<file path="config.mk">
export PLATFORM = sky130hd
export DESIGN_NAME = game_board
export DESIGN_NICKNAME = d
export VERILOG_FILES = /design/src/verilog/board_pkg.sv /design/src/verilog/board_reset.sv /design/src/verilog/dip_decoder.sv /design/src/verilog/input_mapper.sv /design/src/verilog/led_driver.sv /design/src/verilog/game_board.sv
export SDC_FILE = /design/constraint.sdc
export NUM_CORES = 1
export LEC_CHECK = 0
export BUFFER_PORTS_ARGS = -buffer_cell sky130_fd_sc_hd__buf_4
export CAP_MARGIN = 20
export CORE_MARGIN = 5
export CORE_UTILIZATION = 24
export CTS_BUF_LIST = sky130_fd_sc_hd__clkbuf_2
export DETAILED_ROUTE_END_ITERATION = 10
export PLACE_DENSITY = 0.6
export SLEW_MARGIN = 20
export SYNTH_ARGS = -nofsm -noshare
export SYNTH_HDL_FRONTEND = slang
export SYNTH_SLANG_ARGS = --single-unit
</file>
<file path="constraint.sdc">
create_clock -name clk_sys -period 2.5 [get_ports clk_sys]
set_clock_uncertainty 0.05 [all_clocks]
set_input_delay 0.125 -clock clk_sys [delete_from_list [all_inputs] [get_ports clk_sys]]
set_output_delay 0.125 -clock clk_sys [all_outputs]
set_load 0.03 [all_outputs]
</file>
<file path="src/verilog/board_pkg.sv">
// Board-wide constants for reset, LED and input polarity
// Joystick and status word bit positions
// Joystick and DIP setting struct types
package board_pkg;

    // Reset stretch after the last cause clears
    localparam int RST_CYCLES = 16;
    localparam int RST_CNT_W  = $clog2(RST_CYCLES + 1);

    typedef logic [RST_CNT_W-1:0] rst_cnt_t;

    localparam rst_cnt_t RST_LOAD = rst_cnt_t'(RST_CYCLES);

    // LED toggles every 2**(BLINK_BITS-1) clocks while downloading
    localparam int BLINK_BITS = 4;

    // Game side polarity and button count
    localparam logic GAME_INPUTS_ACTIVE_LOW = 1'b1;
    localparam int   BUTTONS                = 6;
    localparam int   JOY_W                  = BUTTONS + 4;

    localparam logic [JOY_W-1:0] JOY_INV = {JOY_W{GAME_INPUTS_ACTIVE_LOW}};
    localparam logic [3:0]       BTN_INV = {4{GAME_INPUTS_ACTIVE_LOW}};

    // Special bits in board joystick 1
    localparam int JOY_PAUSE_BIT   = 10;
    localparam int JOY_RESET_BIT   = 11;
    localparam int JOY_SERVICE_BIT = 12;

    // Status word fields
    localparam int ST_ROTATE_LSB = 1;
    localparam int ST_FLIP       = 3;
    localparam int ST_FM_OFF     = 4;
    localparam int ST_PSG_OFF    = 5;
    localparam int ST_TEST       = 6;
    localparam int ST_OSD_PAUSE  = 7;
    localparam int ST_FX_LSB     = 8;
    localparam int ST_AUTOFIRE   = 18;

    typedef logic [15:0] board_joy_t;

    // Same bit order as the game joystick word, right at bit 0
    typedef struct packed {
        logic [BUTTONS-1:0] buttons;
        logic               up;
        logic               down;
        logic               left;
        logic               right;
    } joy_t;

    typedef struct packed {
        logic [1:0] rotate;
        logic       enable_fm;
        logic       enable_psg;
        logic       dip_test;
        logic       dip_flip;
        logic [1:0] dip_fxlevel;
    } dip_settings_t;

endpackage

</file>
<file path="src/verilog/board_reset.sv">
// Reset sequencer for the system and game resets
// Both resets stretch a fixed count after their last cause
`timescale 1ns/100ps

module board_reset (
    input  logic clk_sys,
    input  logic arst_n,
    input  logic pll_locked,
    input  logic rst_req,
    input  logic downloading,
    input  logic soft_rst,
    output logic rst,
    output logic game_rst
);

    // Index 0 is the system reset, index 1 the game reset
    logic [1:0]          cause;
    board_pkg::rst_cnt_t cnt [2];

    assign cause[0] = ~pll_locked | rst_req;
    // Game reset also covers ROM download and the in-game reset
    assign cause[1] = cause[0] | downloading | soft_rst;

    always_ff @(posedge clk_sys or negedge arst_n) begin
        if (!arst_n) begin
            cnt[0] <= board_pkg::RST_LOAD;
            cnt[1] <= board_pkg::RST_LOAD;
        end else begin
            for (int i = 0; i < 2; i++) begin
                if (cause[i]) begin
                    cnt[i] <= board_pkg::RST_LOAD;
                end else if (cnt[i] != '0) begin
                    cnt[i] <= cnt[i] - 1'b1;
                end
            end
        end
    end

    // Held while the stretch count runs
    assign rst      = cnt[0] != '0;
    assign game_rst = cnt[1] != '0;

endmodule

</file>
<file path="src/verilog/dip_decoder.sv">
// Registered decoding of the OSD status word
// DIP settings and the combined pause output
`timescale 1ns/100ps

module dip_decoder (
    input  logic                     clk_sys,
    input  logic                     arst_n,
    input  logic [63:0]              status,
    input  logic                     osd_shown,
    input  logic                     game_pause,
    output board_pkg::dip_settings_t dip,
    output logic                     dip_pause
);

    logic osd_pause;

    // Pause while the menu is up, if the user asked for it
    assign osd_pause = osd_shown & status[board_pkg::ST_OSD_PAUSE];

    always_ff @(posedge clk_sys or negedge arst_n) begin
        if (!arst_n) begin
            dip       <= '0;
            dip_pause <= 1'b1;
        end else begin
            dip.rotate      <= status[board_pkg::ST_ROTATE_LSB +: 2];
            // Status bits disable the chips, the outputs enable them
            dip.enable_fm   <= ~status[board_pkg::ST_FM_OFF];
            dip.enable_psg  <= ~status[board_pkg::ST_PSG_OFF];
            dip.dip_test    <= status[board_pkg::ST_TEST];
            dip.dip_flip    <= status[board_pkg::ST_FLIP];
            dip.dip_fxlevel <= status[board_pkg::ST_FX_LSB +: 2];
            // Low means paused
            dip_pause       <= ~(game_pause | osd_pause);
        end
    end

endmodule

</file>
<file path="src/verilog/input_mapper.sv">
// Board to game input mapping with polarity conversion
// Pause toggle, soft reset pulse and button 0 autofire
`timescale 1ns/100ps

module input_mapper (
    input  logic                          clk_sys,
    input  logic                          arst_n,
    input  logic                          vs,
    input  logic [63:0]                   status,
    input  board_pkg::board_joy_t [3:0]   board_joy,
    input  logic [3:0]                    board_start,
    input  logic [3:0]                    board_coin,
    output board_pkg::joy_t [3:0]         game_joy,
    output logic [3:0]                    game_start,
    output logic [3:0]                    game_coin,
    output logic                          game_service,
    output logic                          game_pause,
    output logic                          soft_rst
);

    board_pkg::joy_t [3:0] joy_raw;
    board_pkg::joy_t       p1_raw;
    logic                  pause_bit;
    logic                  reset_bit;
    logic                  pause_l;
    logic                  reset_l;
    logic                  vs_l;
    logic                  af_on;
    logic                  af_active;
    logic                  af_phase;

    assign p1_raw    = board_pkg::joy_t'(board_joy[0][board_pkg::JOY_W-1:0]);
    assign pause_bit = board_joy[0][board_pkg::JOY_PAUSE_BIT];
    assign reset_bit = board_joy[0][board_pkg::JOY_RESET_BIT];
    assign af_on     = status[board_pkg::ST_AUTOFIRE];
    assign af_active = af_on & p1_raw.buttons[0];

    // Active-high board words, upper bits dropped
    always_comb begin
        for (int i = 0; i < 4; i++) begin
            joy_raw[i] = board_pkg::joy_t'(board_joy[i][board_pkg::JOY_W-1:0]);
        end
        // Autofire masks button 0 in the low phase
        joy_raw[0].buttons[0] = p1_raw.buttons[0] & (~af_on | af_phase);
    end

    // Autofire phase advances once per frame
    always_ff @(posedge clk_sys or negedge arst_n) begin
        if (!arst_n) begin
            vs_l     <= 1'b0;
            af_phase <= 1'b1;
        end else begin
            vs_l <= vs;
            if (!af_active) begin
                af_phase <= 1'b1;
            end else if (vs && !vs_l) begin
                af_phase <= ~af_phase;
            end
        end
    end

    // Pause and reset bits act on their rising edges only
    always_ff @(posedge clk_sys or negedge arst_n) begin
        if (!arst_n) begin
            pause_l    <= 1'b0;
            reset_l    <= 1'b0;
            game_pause <= 1'b0;
            soft_rst   <= 1'b0;
        end else begin
            pause_l  <= pause_bit;
            reset_l  <= reset_bit;
            soft_rst <= reset_bit & ~reset_l;
            if (pause_bit && !pause_l) begin
                game_pause <= ~game_pause;
            end
        end
    end

    // Game side outputs, inactive level out of reset
    always_ff @(posedge clk_sys or negedge arst_n) begin
        if (!arst_n) begin
            for (int i = 0; i < 4; i++) begin
                game_joy[i] <= board_pkg::joy_t'(board_pkg::JOY_INV);
            end
            game_start   <= board_pkg::BTN_INV;
            game_coin    <= board_pkg::BTN_INV;
            game_service <= board_pkg::GAME_INPUTS_ACTIVE_LOW;
        end else begin
            for (int i = 0; i < 4; i++) begin
                game_joy[i] <= board_pkg::joy_t'(joy_raw[i] ^ board_pkg::JOY_INV);
            end
            game_start   <= board_start ^ board_pkg::BTN_INV;
            game_coin    <= board_coin ^ board_pkg::BTN_INV;
            game_service <= board_joy[0][board_pkg::JOY_SERVICE_BIT]
                            ^ board_pkg::GAME_INPUTS_ACTIVE_LOW;
        end
    end

endmodule

</file>
<file path="src/verilog/led_driver.sv">
// Status LED with the download blink counter
`timescale 1ns/100ps

module led_driver (
    input  logic       clk_sys,
    input  logic       arst_n,
    input  logic       downloading,
    input  logic       osd_shown,
    input  logic [1:0] game_led,
    output logic       led
);

    logic [board_pkg::BLINK_BITS-1:0] blink_cnt;

    // Free running, top bit sets the blink rate
    always_ff @(posedge clk_sys or negedge arst_n) begin
        if (!arst_n) begin
            blink_cnt <= '0;
        end else begin
            blink_cnt <= blink_cnt + 1'b1;
        end
    end

    // Download blink first, then OSD, then the game's own LED
    always_ff @(posedge clk_sys or negedge arst_n) begin
        if (!arst_n) begin
            led <= 1'b0;
        end else if (downloading) begin
            led <= blink_cnt[board_pkg::BLINK_BITS-1];
        end else if (osd_shown) begin
            led <= 1'b1;
        end else begin
            led <= game_led[0];
        end
    end

endmodule

</file>
<file path="src/verilog/game_board.sv">
// Board control top level
// Reset sequencer, input mapper, DIP decoder and LED driver
`timescale 1ns/100ps

module game_board (
    input  logic                        clk_sys,
    input  logic                        arst_n,
    input  logic                        pll_locked,
    input  logic                        rst_req,
    input  logic                        downloading,
    input  logic                        vs,
    input  logic                        osd_shown,
    input  logic [63:0]                 status,
    input  logic [1:0]                  game_led,
    input  board_pkg::board_joy_t [3:0] board_joy,
    input  logic [3:0]                  board_start,
    input  logic [3:0]                  board_coin,
    output logic                        rst,
    output logic                        game_rst,
    output board_pkg::joy_t [3:0]       game_joy,
    output logic [3:0]                  game_start,
    output logic [3:0]                  game_coin,
    output logic                        game_service,
    output board_pkg::dip_settings_t    dip,
    output logic                        dip_pause,
    output logic                        led
);

    logic soft_rst;
    logic game_pause;

    board_reset u_reset (
        .clk_sys     ( clk_sys     ),
        .arst_n      ( arst_n      ),
        .pll_locked  ( pll_locked  ),
        .rst_req     ( rst_req     ),
        .downloading ( downloading ),
        .soft_rst    ( soft_rst    ),
        .rst         ( rst         ),
        .game_rst    ( game_rst    )
    );

    input_mapper u_inputs (
        .clk_sys      ( clk_sys      ),
        .arst_n       ( arst_n       ),
        .vs           ( vs           ),
        .status       ( status       ),
        .board_joy    ( board_joy    ),
        .board_start  ( board_start  ),
        .board_coin   ( board_coin   ),
        .game_joy     ( game_joy     ),
        .game_start   ( game_start   ),
        .game_coin    ( game_coin    ),
        .game_service ( game_service ),
        .game_pause   ( game_pause   ),
        .soft_rst     ( soft_rst     )
    );

    dip_decoder u_dip (
        .clk_sys    ( clk_sys    ),
        .arst_n     ( arst_n     ),
        .status     ( status     ),
        .osd_shown  ( osd_shown  ),
        .game_pause ( game_pause ),
        .dip        ( dip        ),
        .dip_pause  ( dip_pause  )
    );

    led_driver u_led (
        .clk_sys     ( clk_sys     ),
        .arst_n      ( arst_n      ),
        .downloading ( downloading ),
        .osd_shown   ( osd_shown   ),
        .game_led    ( game_led    ),
        .led         ( led         )
    );

endmodule

</file>
======== Yosys cells after proc, flatten, opt, wreduce, memory -nomap -nowiden ========
Cells that the tools add are included.
word-level totals
  bits of input ports ..................... 145
  flip-flop bits (word level) ............. 79
  output and inout port bits .............. 61
  logic and storage cells ................. 84
cells by class
  bitwise logic cells ..................... 24
  eq/ne operators ......................... 1
  mux-type cells .......................... 8
  add/sub/neg operators ................... 3
  reduce and logical (&&, ||, !) cells .... 8
operator list
  kind                                              count
  NOT 10 bit                                        4
  2-to-1 mux 5 bit                                  4
  nonzero test 5 bit                                2
  subtractor 5 x 1 -> 5 bit, second input constant  2
  NOT 1 bit                                         9
  NOT 4 bit                                         2
  OR 1 bit                                          5
  adder 4 x 1 -> 4 bit, second input constant       1
  bitwise AND 1 bit                                 4
  2-to-1 mux 1 bit                                  4
  nonzero test 2 bit                                2
  logical AND 1 bit                                 2
  logical NOT 1 bit                                 2
  inequality test 2 bit, second input constant      1

======== Logic depth before layout (Yosys ltp) ========
Gate-level depths: netlist of run 1.
  word-level depth ........................ 5
  depth in mapped cells ................... 6
  depth with buffers taken out ............ 5

======== By module ========
Synthesis of run 1 repeated with hierarchy kept, for this count alone.
unflattened totals
  cells, all modules ...................... 186
  area total of the unflattened synthesis .. 2620.0 sq um
modules (own cells, without submodules)
  module        area each (sq um)  cells an instance  seq. area each (sq um)  times used
  input_mapper  1676.6             111                1438.9                  1
  board_reset   524.3              50                 252.7                   1
  dip_decoder   242.7              12                 226.5                   1
  led_driver    176.4              13                 125.1                   1

======== Worst setup path after synthesis of run 1 ========
No wires, ideal clock.
  path kind ............................... register to register
  from .................................... register u_reset.cnt[0] (netlist bit)
  to ...................................... register u_reset.cnt[0] (netlist bit)
  library setup time ...................... 122 ps
  stages on the path, launching flop included .. 7
  setup slack ............................. 885 ps
  arrival time ............................ 1443 ps
  required time ........................... 2328 ps
  path buffers ............................ 1
  cells stage by stage .................... dfrtp_1 -> inv_1 -> ha_1 -> or4b_1 -> buf_2 -> xnor2_1 -> nor2_1
on the way
  elaborated cells between the ends (all ways) .. 5
RTL lines
  what                               RTL line           RTL
  from (decl)                        board_reset.sv:18  board_pkg::rst_cnt_t cnt [2];
  from (signal, indexed assignment)  board_reset.sv:31  cnt[i] <= board_pkg::RST_LOAD;
  from (signal, indexed assignment)  board_reset.sv:33  cnt[i] <= cnt[i] - 1'b1;
  nonzero test 5 bit                 -
  via game_rst                       game_board.sv:19   output logic game_rst,
  nonzero test 2 bit (no line)       -
The timed path passes the listed nets, and every way through them passes these cells. The select of a mux whose other input is x is not followed.
A chain may end at the register's enable or synchronous reset.

======== Worst setup path in the final report of run 1 ========
  from .................................... register u_reset.cnt[0] (netlist bit)
  to ...................................... output port game_rst
on the way
  word-level cells in the longest chain between the ends .. 1
RTL lines
  what                RTL line           RTL
  nonzero test 5 bit  board_reset.sv:41  assign game_rst = cnt[1] != '0;
  to (decl)           game_board.sv:19
Every way passes these cells.

==> results of run 1 <==
-- flip-flops by register name, summed over array words and instances, names as in the netlist, 4 cells and up --
register and count:
u_inputs.game_joy 40, u_reset.cnt 10, u_dip.dip 8, u_inputs.game_coin 4, u_inputs.game_start 4, u_led.blink_cnt 4
-- per-layer routing --
layer	share of wire (%)	wire (um)
met5	0	0
met2	53	3507
met4	2.4	161
met1	37	2458
met3	7.1	471
-- per-stage QoR --
stage	hold slack, ns	cells	cell area (um^2)
after floorplan	-0.2206	188	2609
after global routing	0.1004	543	4539
after CTS	0.09311	543	4536
after detailed placement	0.1854	456	3747
final	0.08969	543	4539
after global placement	0.1837	456	3747
-- logic make-up after synthesis --
family                   synth area share [%]
flip-flops                              78.32
buffers and inverters                   8.393
AND/OR/NAND/NOR                         7.146
AO/OA/AOI/OAI                           2.686
XOR/XNOR                                2.014
adder cells (fa/ha/maj)                 1.439
-- worst max-delay path by stage --
stage                                    start  depth (start not counted)                          to
global route        u_reset.cnt[1]$_DFFE_PN0P_                          4                    game_rst
finish              u_reset.cnt[0]$_DFFE_PN0P_                          4                    game_rst
floorplan           u_reset.cnt[0]$_DFFE_PN0P_                          6  u_reset.cnt[0]$_DFFE_PN0P_
detailed placement  u_reset.cnt[0]$_DFFE_PN0P_                          5  u_reset.cnt[0]$_DFFE_PN0P_
CTS                 u_reset.cnt[0]$_DFFE_PN0P_                          4                    game_rst
global placement    u_reset.cnt[0]$_DFFE_PN0P_                          5  u_reset.cnt[0]$_DFFE_PN0P_
-- area by class of cell --
cell class	instances	area, um^2	share of cell area (%)
Clock buffer	10	50.05	1.103
Clock inverter	6	27.53	0.6064
Inverter	57	214.0	4.713
Multi-Input combinational cell	51	346.6	7.635
Sequential cell	79	2043	45.01
Tap cell	140	175.2	3.859
Timing Repair Buffer	200	1683	37.07
-- cell usage after synthesis --
master,number
a211oi_2,1
a21o_1,2
a21oi_1,5
buf_2,1
dfrtp_1,26
dfstp_2,53
ha_1,3
inv_1,56
inv_2,1
nand2_1,3
nand2b_1,7
nand3_1,2
nand3b_1,3
nor2_1,6
nor2b_1,2
nor3_1,2
nor4b_2,1
o21ai_0,2
o31ai_1,1
or2b_1,1
or3_1,2
or3b_1,1
or4b_1,1
xnor2_1,5
xor2_1,1
-- report_power, final --
| part | internal (mW) | switching, mW |
|---|---|---|
| clock network | 0.122 | 0.420 |
| registers | 1.39 | 0.0320 |
| logic | 0.257 | 0.245 |
==> metrics.md, run 1 <==
| Metric | Value |
|---|---|
| Status | `complete, no violations` |
| GR Layer Usage met2 | `18.11%` |
| Reg2reg start | `u_reset.cnt[0]$_DFFE_PN0P_` |
| Post-CTS setup buffers | `0` |
| Met3 usage in global routing | `3.436%` |
| Total CTS buffers | `9` |
| Family with the most delay on the worst path | `simple AND/OR/NAND/NOR gates` |
| DRT Wirelength | `between 6000 and 7000 um` |
| YS warnings | `0` |
| # setup viols final | `0` |
| Drt drc | `0` |
| Fillers | `around 1000` |
| Cell accounting for the most synthesized area | `dfstp_2` |
| Synth-to-Final Area Change | `74.00%` |
| Crit path cell chain | `inv_1 -> ha_1 -> or4b_1 -> buf_4` |
| RR Endpoint | `u_reset.cnt[0]$_DFFE_PN0P_` |
| Worst R2R Path Depth | `5` |
| Max clock buf depth | `2` |
| Avg Inst Size Synth | `roughly 14 um^2` |
| Clock sink total | `just under 80` |
| 1st-pass router iterations | `4` |
| Unrepaired setup endpoints after global routing | `false` |
| Synth unique cells | `25` |
| Setup WS post-layout | `about 0.28 ns` |
| Syn_nets | `336` |
| DIE AREA | `about 0.013 mm^2` |
| DR iter-0 viols | `72` |
| Sum of negative setup slack | `0 ns` |
| Core Box Area | `between 0.01 and 0.015 mm^2` |
| CTS tree | `yes` |
| CTS root buf | `clkbuf_2` |
| Post-cts sizing count | `0` |
| CP max-delay cell | `or4b_1` |
| Final Hold Viols | `0` |
| Req. time, crit path | `about 2.3 ns` |
| Top-area cell type share of the netlist area | `between 50% and 60%` |
| DR WL/cell | `approximately 12 um` |
| Final Max Tran Viols | `0` |
| Vias | `2017` |
| Crit-path max cell delay | `0.57 ns` |
| PwrDens | `approximately 540 mW/mm^2` |
| Critical Setup Path Class | `reg -> out` |
| Ports | `206` |
| Area contributors post-synth | `dfstp_2, dfrtp_1, inv_1, nand2b_1, xnor2_1` |
| Initial Utilization | `around 24%` |
| IO buf count | `approximately 130` |
| Cell Area, Synth | `about 0.0026 mm^2` |
| Critical path launch point type | `flip-flop` |
| Die Span X | `approximately 110 um` |
| Total Routing Usage GR | `a little over a tenth` |
| Commonest non-fill, non-tap cell in the layout | `buf_4` |
| Fmax achieved | `451.1 MHz` |
| Initial antenna violation count | `0` |
| Max Cap Viol | `0` |
| Vias per cell | `~3.7` |
| Hold WC Path Type | `in -> async` |
| Routability cong. | `roughly 0.72` |
| Htree depth | `3` |
| Sequential area share after synthesis | `roughly four fifths` |
| CTS clk-pin slew, worst paths | `about 0.2 ns` |
| Vias in the first global route | `~2300` |
| # diodes | `0` |
| GR Overflow Total | `0` |
| DPL Wire Length | `approximately 4400 um` |
| Pin count of the biggest net entering global routing | `80` |
| Critical Path Sink Type | `output port` |
| GR Util met1 | `between 10% and 20%` |
| Clock Latency Late Sink | `about 0.51 ns` |
| Maximum VDD drop | `around 0.00021 V` |
| First-pass GRT wire length | `between 10000 and 15000 um` |
| CP Max Fanout | `5` |
| Final ANT Viol Nets | `0` |
| Layout Utilization | `a little over two fifths` |
| Leakage | `between 2 and 2.5 nW` |
| Share of layout cells above drive strength 1 | `about half` |
| Slew @ Worst Pin | `~0.72 ns` |
| CP arrival | `between 2 and 2.5 ns` |
| DP Worst Slack | `roughly 0.85 ns` |
| Final min period | `2.217 ns` |
| Max-slew headroom | `51.71%` |
| Number of nets in the layout | `approximately 550` |
| Seq cells post-synth | `slightly below 80` |
| Placement Rows | `38` |
| Period utilization | `88.67%` |
| Synth Instances | `188` |
| Final Power | `2.469 mW` |
| Reg-to-reg slack, setup | `just over 0.8 ns` |
| Die Y | `roughly 110 um` |
| Post-CTS Hold Buffers | `around 70` |
| Commonest cells after routing, fill and taps aside | `buf_4, dlygate4sd3_1, inv_1` |
| Buf+Inv Stages, Crit Path | `2` |
| Gr busiest metal | `met2` |
(Power assumes the default switching activity.)
==> run 2: changes to the inputs <==
--- a/config.mk
+++ b/config.mk
@@ -5,8 +5,8 @@
 export SDC_FILE = /design/constraint.sdc
 export NUM_CORES = 1
 export LEC_CHECK = 0
+export ABC_AREA = 1
 export BUFFER_PORTS_ARGS = -buffer_cell sky130_fd_sc_hd__buf_4
-export CAP_MARGIN = 20
 export CORE_MARGIN = 5
 export CORE_UTILIZATION = 24
 export CTS_BUF_LIST = sky130_fd_sc_hd__clkbuf_2
==> metrics.md, run 2 <==
| Metric | Value |
|---|---|
| Status | `complete, no violations` |
| Max Cap Viol | `0 (unchanged)` |
| Synth-to-Final Area Change | `75.01%` |
| CP arrival | `1.64 ns (-0.40 ns)` |
| Clock sink total | `79 (unchanged)` |
| Cell accounting for the most synthesized area | `dfstp_2` |
| Vias per cell | `3.680 (-0.94%)` |
| Worst Setup EP | `rst` |
| Period utilization | `72.62% (-16 points)` |
| Req. time, crit path | `2.33 ns (about the same)` |
| CTS root buf | `clkbuf_2` |
| Slew @ Worst Pin | `0.9589 ns (+0.2346 ns)` |
| Avg Inst Size Synth | `12.76 um^2 (-8.1%)` |
| Sum of negative setup slack | `0 ns (unchanged)` |
| CP Max Fanout | `6 (+1)` |
| Core Box Area | `0.01089 mm^2 (+1.3%)` |
| Largest Register | `u_inputs.game_joy` |
| Die Y | `115.7 um (+1.2%)` |
| Post-synth top cells | `inv_1, dfstp_2, dfrtp_1, nand2_1, nor2_1` |
| First-pass GRT wire length | `11010 um (+2.8%)` |
| Family with the most delay on the worst path | `flip-flops` |
| Crit path cell chain | `inv_1 -> ha_1 -> nand3b_4 -> buf_4` |
| Synth Instances | `210 (+12%)` |
| Share of layout cells above drive strength 1 | `48.71% (-0.67 points)` |
| Max clock buf depth | `2 (unchanged)` |
| Hold WC Path Type | `in -> reg` |
| Final min period | `1.816 ns (-0.4013 ns)` |
| Initial Utilization | `24.60% (+0.33 points)` |
| Post-synth EDFFs | `0 (unchanged)` |
| Sequential area share after synthesis | `76.27% (-2.0 points)` |
| # diodes | `0 (unchanged)` |
| Critical Path Sink Type | `output port` |
| Area taken by multi-input logic gates | `384.1 um^2 (+11%)` |
| Met3 usage in global routing | `4.491% (+1.1 points)` |
| Clock Latency Late Sink | `0.50 ns (about the same)` |
| Placement Rows | `38 (unchanged)` |
| Max reg flops | `40 (unchanged)` |
| Pin count of the biggest net entering global routing | `80 (unchanged)` |
| Leakage | `2.441 nW (+7.3%)` |
| Maximum VDD drop | `0.0003274 V (+55%)` |
| Number of cells on the critical path | `4 (unchanged)` |
| Drt drc | `0 (unchanged)` |
| Fmax achieved | `550.8 MHz (+22%)` |
| IO buf count | `129 (unchanged)` |
| Crit path from | `u_reset.cnt[5]$_DFFE_PN0P_` |
| Htree depth | `3 (unchanged)` |
| DPL Wire Length | `4692 um (+7.3%)` |
| Reg2reg start | `u_inputs.af_phase$_DFFE_PN1P_` |
| Crit-path max cell delay | `0.42 ns (-0.15 ns)` |
| GR Layer Usage met2 | `17.98% (-0.13 points)` |
| Number of nets in the layout | `568 (+4.0%)` |
| CTS tree | `yes` |
| PwrDens | `606.0 mW/mm^2 (+11%)` |
| Top-area cell type share of the netlist area | `51.99% (-1.4 points)` |
| Worst R2R Path Depth | `2 (-3)` |
| RR Endpoint | `u_inputs.game_joy[4]$_DFF_PN1_` |
| Final Power | `2.841 mW (+15%)` |
| YS warnings | `0 (unchanged)` |
| Routability cong. | `0.7086 (-2.2%)` |
| GR Util met1 | `11.53% (+0.019 points)` |
| Post-CTS setup buffers | `0 (unchanged)` |
| Area contributors post-synth | `dfstp_2, dfrtp_1, inv_1, nand2_1, nand3b_4` |
| DR WL/cell | `12.10 um (-0.43%)` |
| 1st-pass router iterations | `4 (unchanged)` |
| Total CTS buffers | `9 (unchanged)` |
| Seq cells post-synth | `79 (unchanged)` |
| Total Routing Usage GR | `10.62% (-0.085 points)` |
| Buf+Inv Stages, Crit Path | `2 (unchanged)` |
| Final Max Tran Viols | `0 (unchanged)` |
| Syn_nets | `358 (+6.5%)` |
| Reg-to-reg slack, setup | `1.17 ns (+0.35 ns)` |
| Synth unique cells | `18 (-28%)` |
| Critical Setup Path Class | `reg -> out` |
| Commonest non-fill, non-tap cell in the layout | `buf_4` |
| Initial antenna violation count | `0 (unchanged)` |
| Commonest cells after routing, fill and taps aside | `buf_4, dlygate4sd3_1, inv_1` |
| DR iter-0 viols | `45 (-38%)` |
| Register area | `0.002043 mm^2 (unchanged)` |
| Final ANT Viol Nets | `0 (unchanged)` |
| Vias in the first global route | `2275 (+0.088%)` |
| Most frequent cell after synthesis | `inv_1` |
| Final Hold Viols | `0 (unchanged)` |
| Fillers | `1002 (-3.8%)` |
| Top FF cell, synth | `dfstp_2` |
| Cell Area, Synth | `0.002679 mm^2 (+2.7%)` |
| GR Overflow Total | `0 (unchanged)` |
| DRT Wirelength | `6836 um (+3.6%)` |
| Die Span X | `115.7 um (+1.2%)` |
| Largest regs | `u_inputs.game_joy (40), u_reset.cnt (10), u_dip.dip (8)` |
| Ys async rst share | `100.0% (unchanged)` |
| DIE AREA | `0.01337 mm^2 (+2.4%)` |
| CTS clk-pin slew, worst paths | `0.24 ns (+0.04 ns)` |
| Ports | `206 (unchanged)` |
| CP max-delay cell | `dfrtp_1` |
| Gr busiest metal | `met2` |
| Vias | `2079 (+3.1%)` |
| Unrepaired setup endpoints after global routing | `false` |
| Critical path launch point type | `flip-flop` |
| # setup viols final | `0 (unchanged)` |
| Max-slew headroom | `36.07% (-16 points)` |
run 2: cell types whose count changed after synthesis, sizes merged, moves of 4 or more:
| cell | delta |
|---|---|
| nand3 | +5 |
| inv | +10 |
| nand2 | +24 |
| nor2 | +8 |
| nand2b | -7 |
| xnor2 | -4 |
run 2: timing repair:
| item | CTS | global route |
|---|---|---|
| hold buffers | 70 | 0 |
| hold endpoints to repair | 101 | 0 |
| resized for setup | 0 | 0 |
| setup endpoints to repair | 0 | 0 |
run 2: worst min path at each step:
stage	start	end	slack, ns	cells after the start
after global routing	board_joy[53]	u_inputs.game_joy[35]$_DFF_PN1_	0.09	3
final	board_joy[53]	u_inputs.game_joy[35]$_DFF_PN1_	0.17	3
after floorplan	arst_n	u_dip.dip[0]$_DFF_PN0_	-0.22	0
after detailed placement	status[3]	u_dip.dip[2]$_DFF_PN0_	0.19	1
after global placement	status[8]	u_dip.dip[0]$_DFF_PN0_	0.18	1
after CTS	board_joy[53]	u_inputs.game_joy[35]$_DFF_PN1_	0.09	3
run 2: cell families (layout without fill, tap and decap cells):
logic type | after synthesis | count (layout) | synth area share (%)
buffers and inverters | 67 | 282 | 9.388
AND/OR/NAND/NOR | 51 | 51 | 10.37
flip-flops | 79 | 79 | 76.27
XOR/XNOR | 5 | 5 | 1.635
AO/OA/AOI/OAI | 5 | 5 | 0.9340
adder cells (fa/ha/maj) | 3 | 3 | 1.401
run 2: layer usage:
layer / share of wire [%] / wire length [um]
met3: 8.4 / 576
met5: 0 / 0
met2: 52 / 3534
met4: 2.1 / 144
met1: 38 / 2579
run 2: through the flow:
| stage | cells | cell area, um^2 | utilization (%) | hold slack, ns | worst slack [ns] |
|---|---|---|---|---|---|
| 6_report | 565 | 4688 | 43.06 | 0.1734 | 0.6845 |
| 5_1_grt | 565 | 4688 | 43.06 | 0.09341 | 0.4993 |
| 4_1_cts | 565 | 4688 | 43.06 | 0.08805 | 0.6085 |
| 3_5_place_dp | 479 | 3822 | 35.11 | 0.1857 | 1.229 |
| 3_3_place_gp | 479 | 3822 | 35.11 | 0.1847 | 1.271 |
| 2_1_floorplan | 210 | 2679 | - | -0.2206 | 1.285 |
run 2: worst reg2reg max path, cell delays in order, from the launching register on:
cell and delay (ns):
dfstp_2 0.59, o21ai_0 0.09, dlygate4sd3_1 0.57
run 2: area by class of cell:
cell class	instances	area share, %
clock inverters	7	2.562
repair buffers	199	35.60
multi-input cells	64	8.193
flip-flops and latches	79	43.58
inverters	67	5.364
clock buffers	9	0.9608
well taps	140	3.736
run 2: power by group:
| group | switching (mW) | leakage [nW] | total, mW | internal, mW |
|---|---|---|---|---|
| combinational | 0.260 | 1.47 | 0.515 | 0.255 |
| sequential | 0.0325 | 0.882 | 1.43 | 1.39 |
| clock | 0.466 | 0.0925 | 0.900 | 0.434 |
| total | 0.758 | 2.44 | 2.84 | 2.08 |
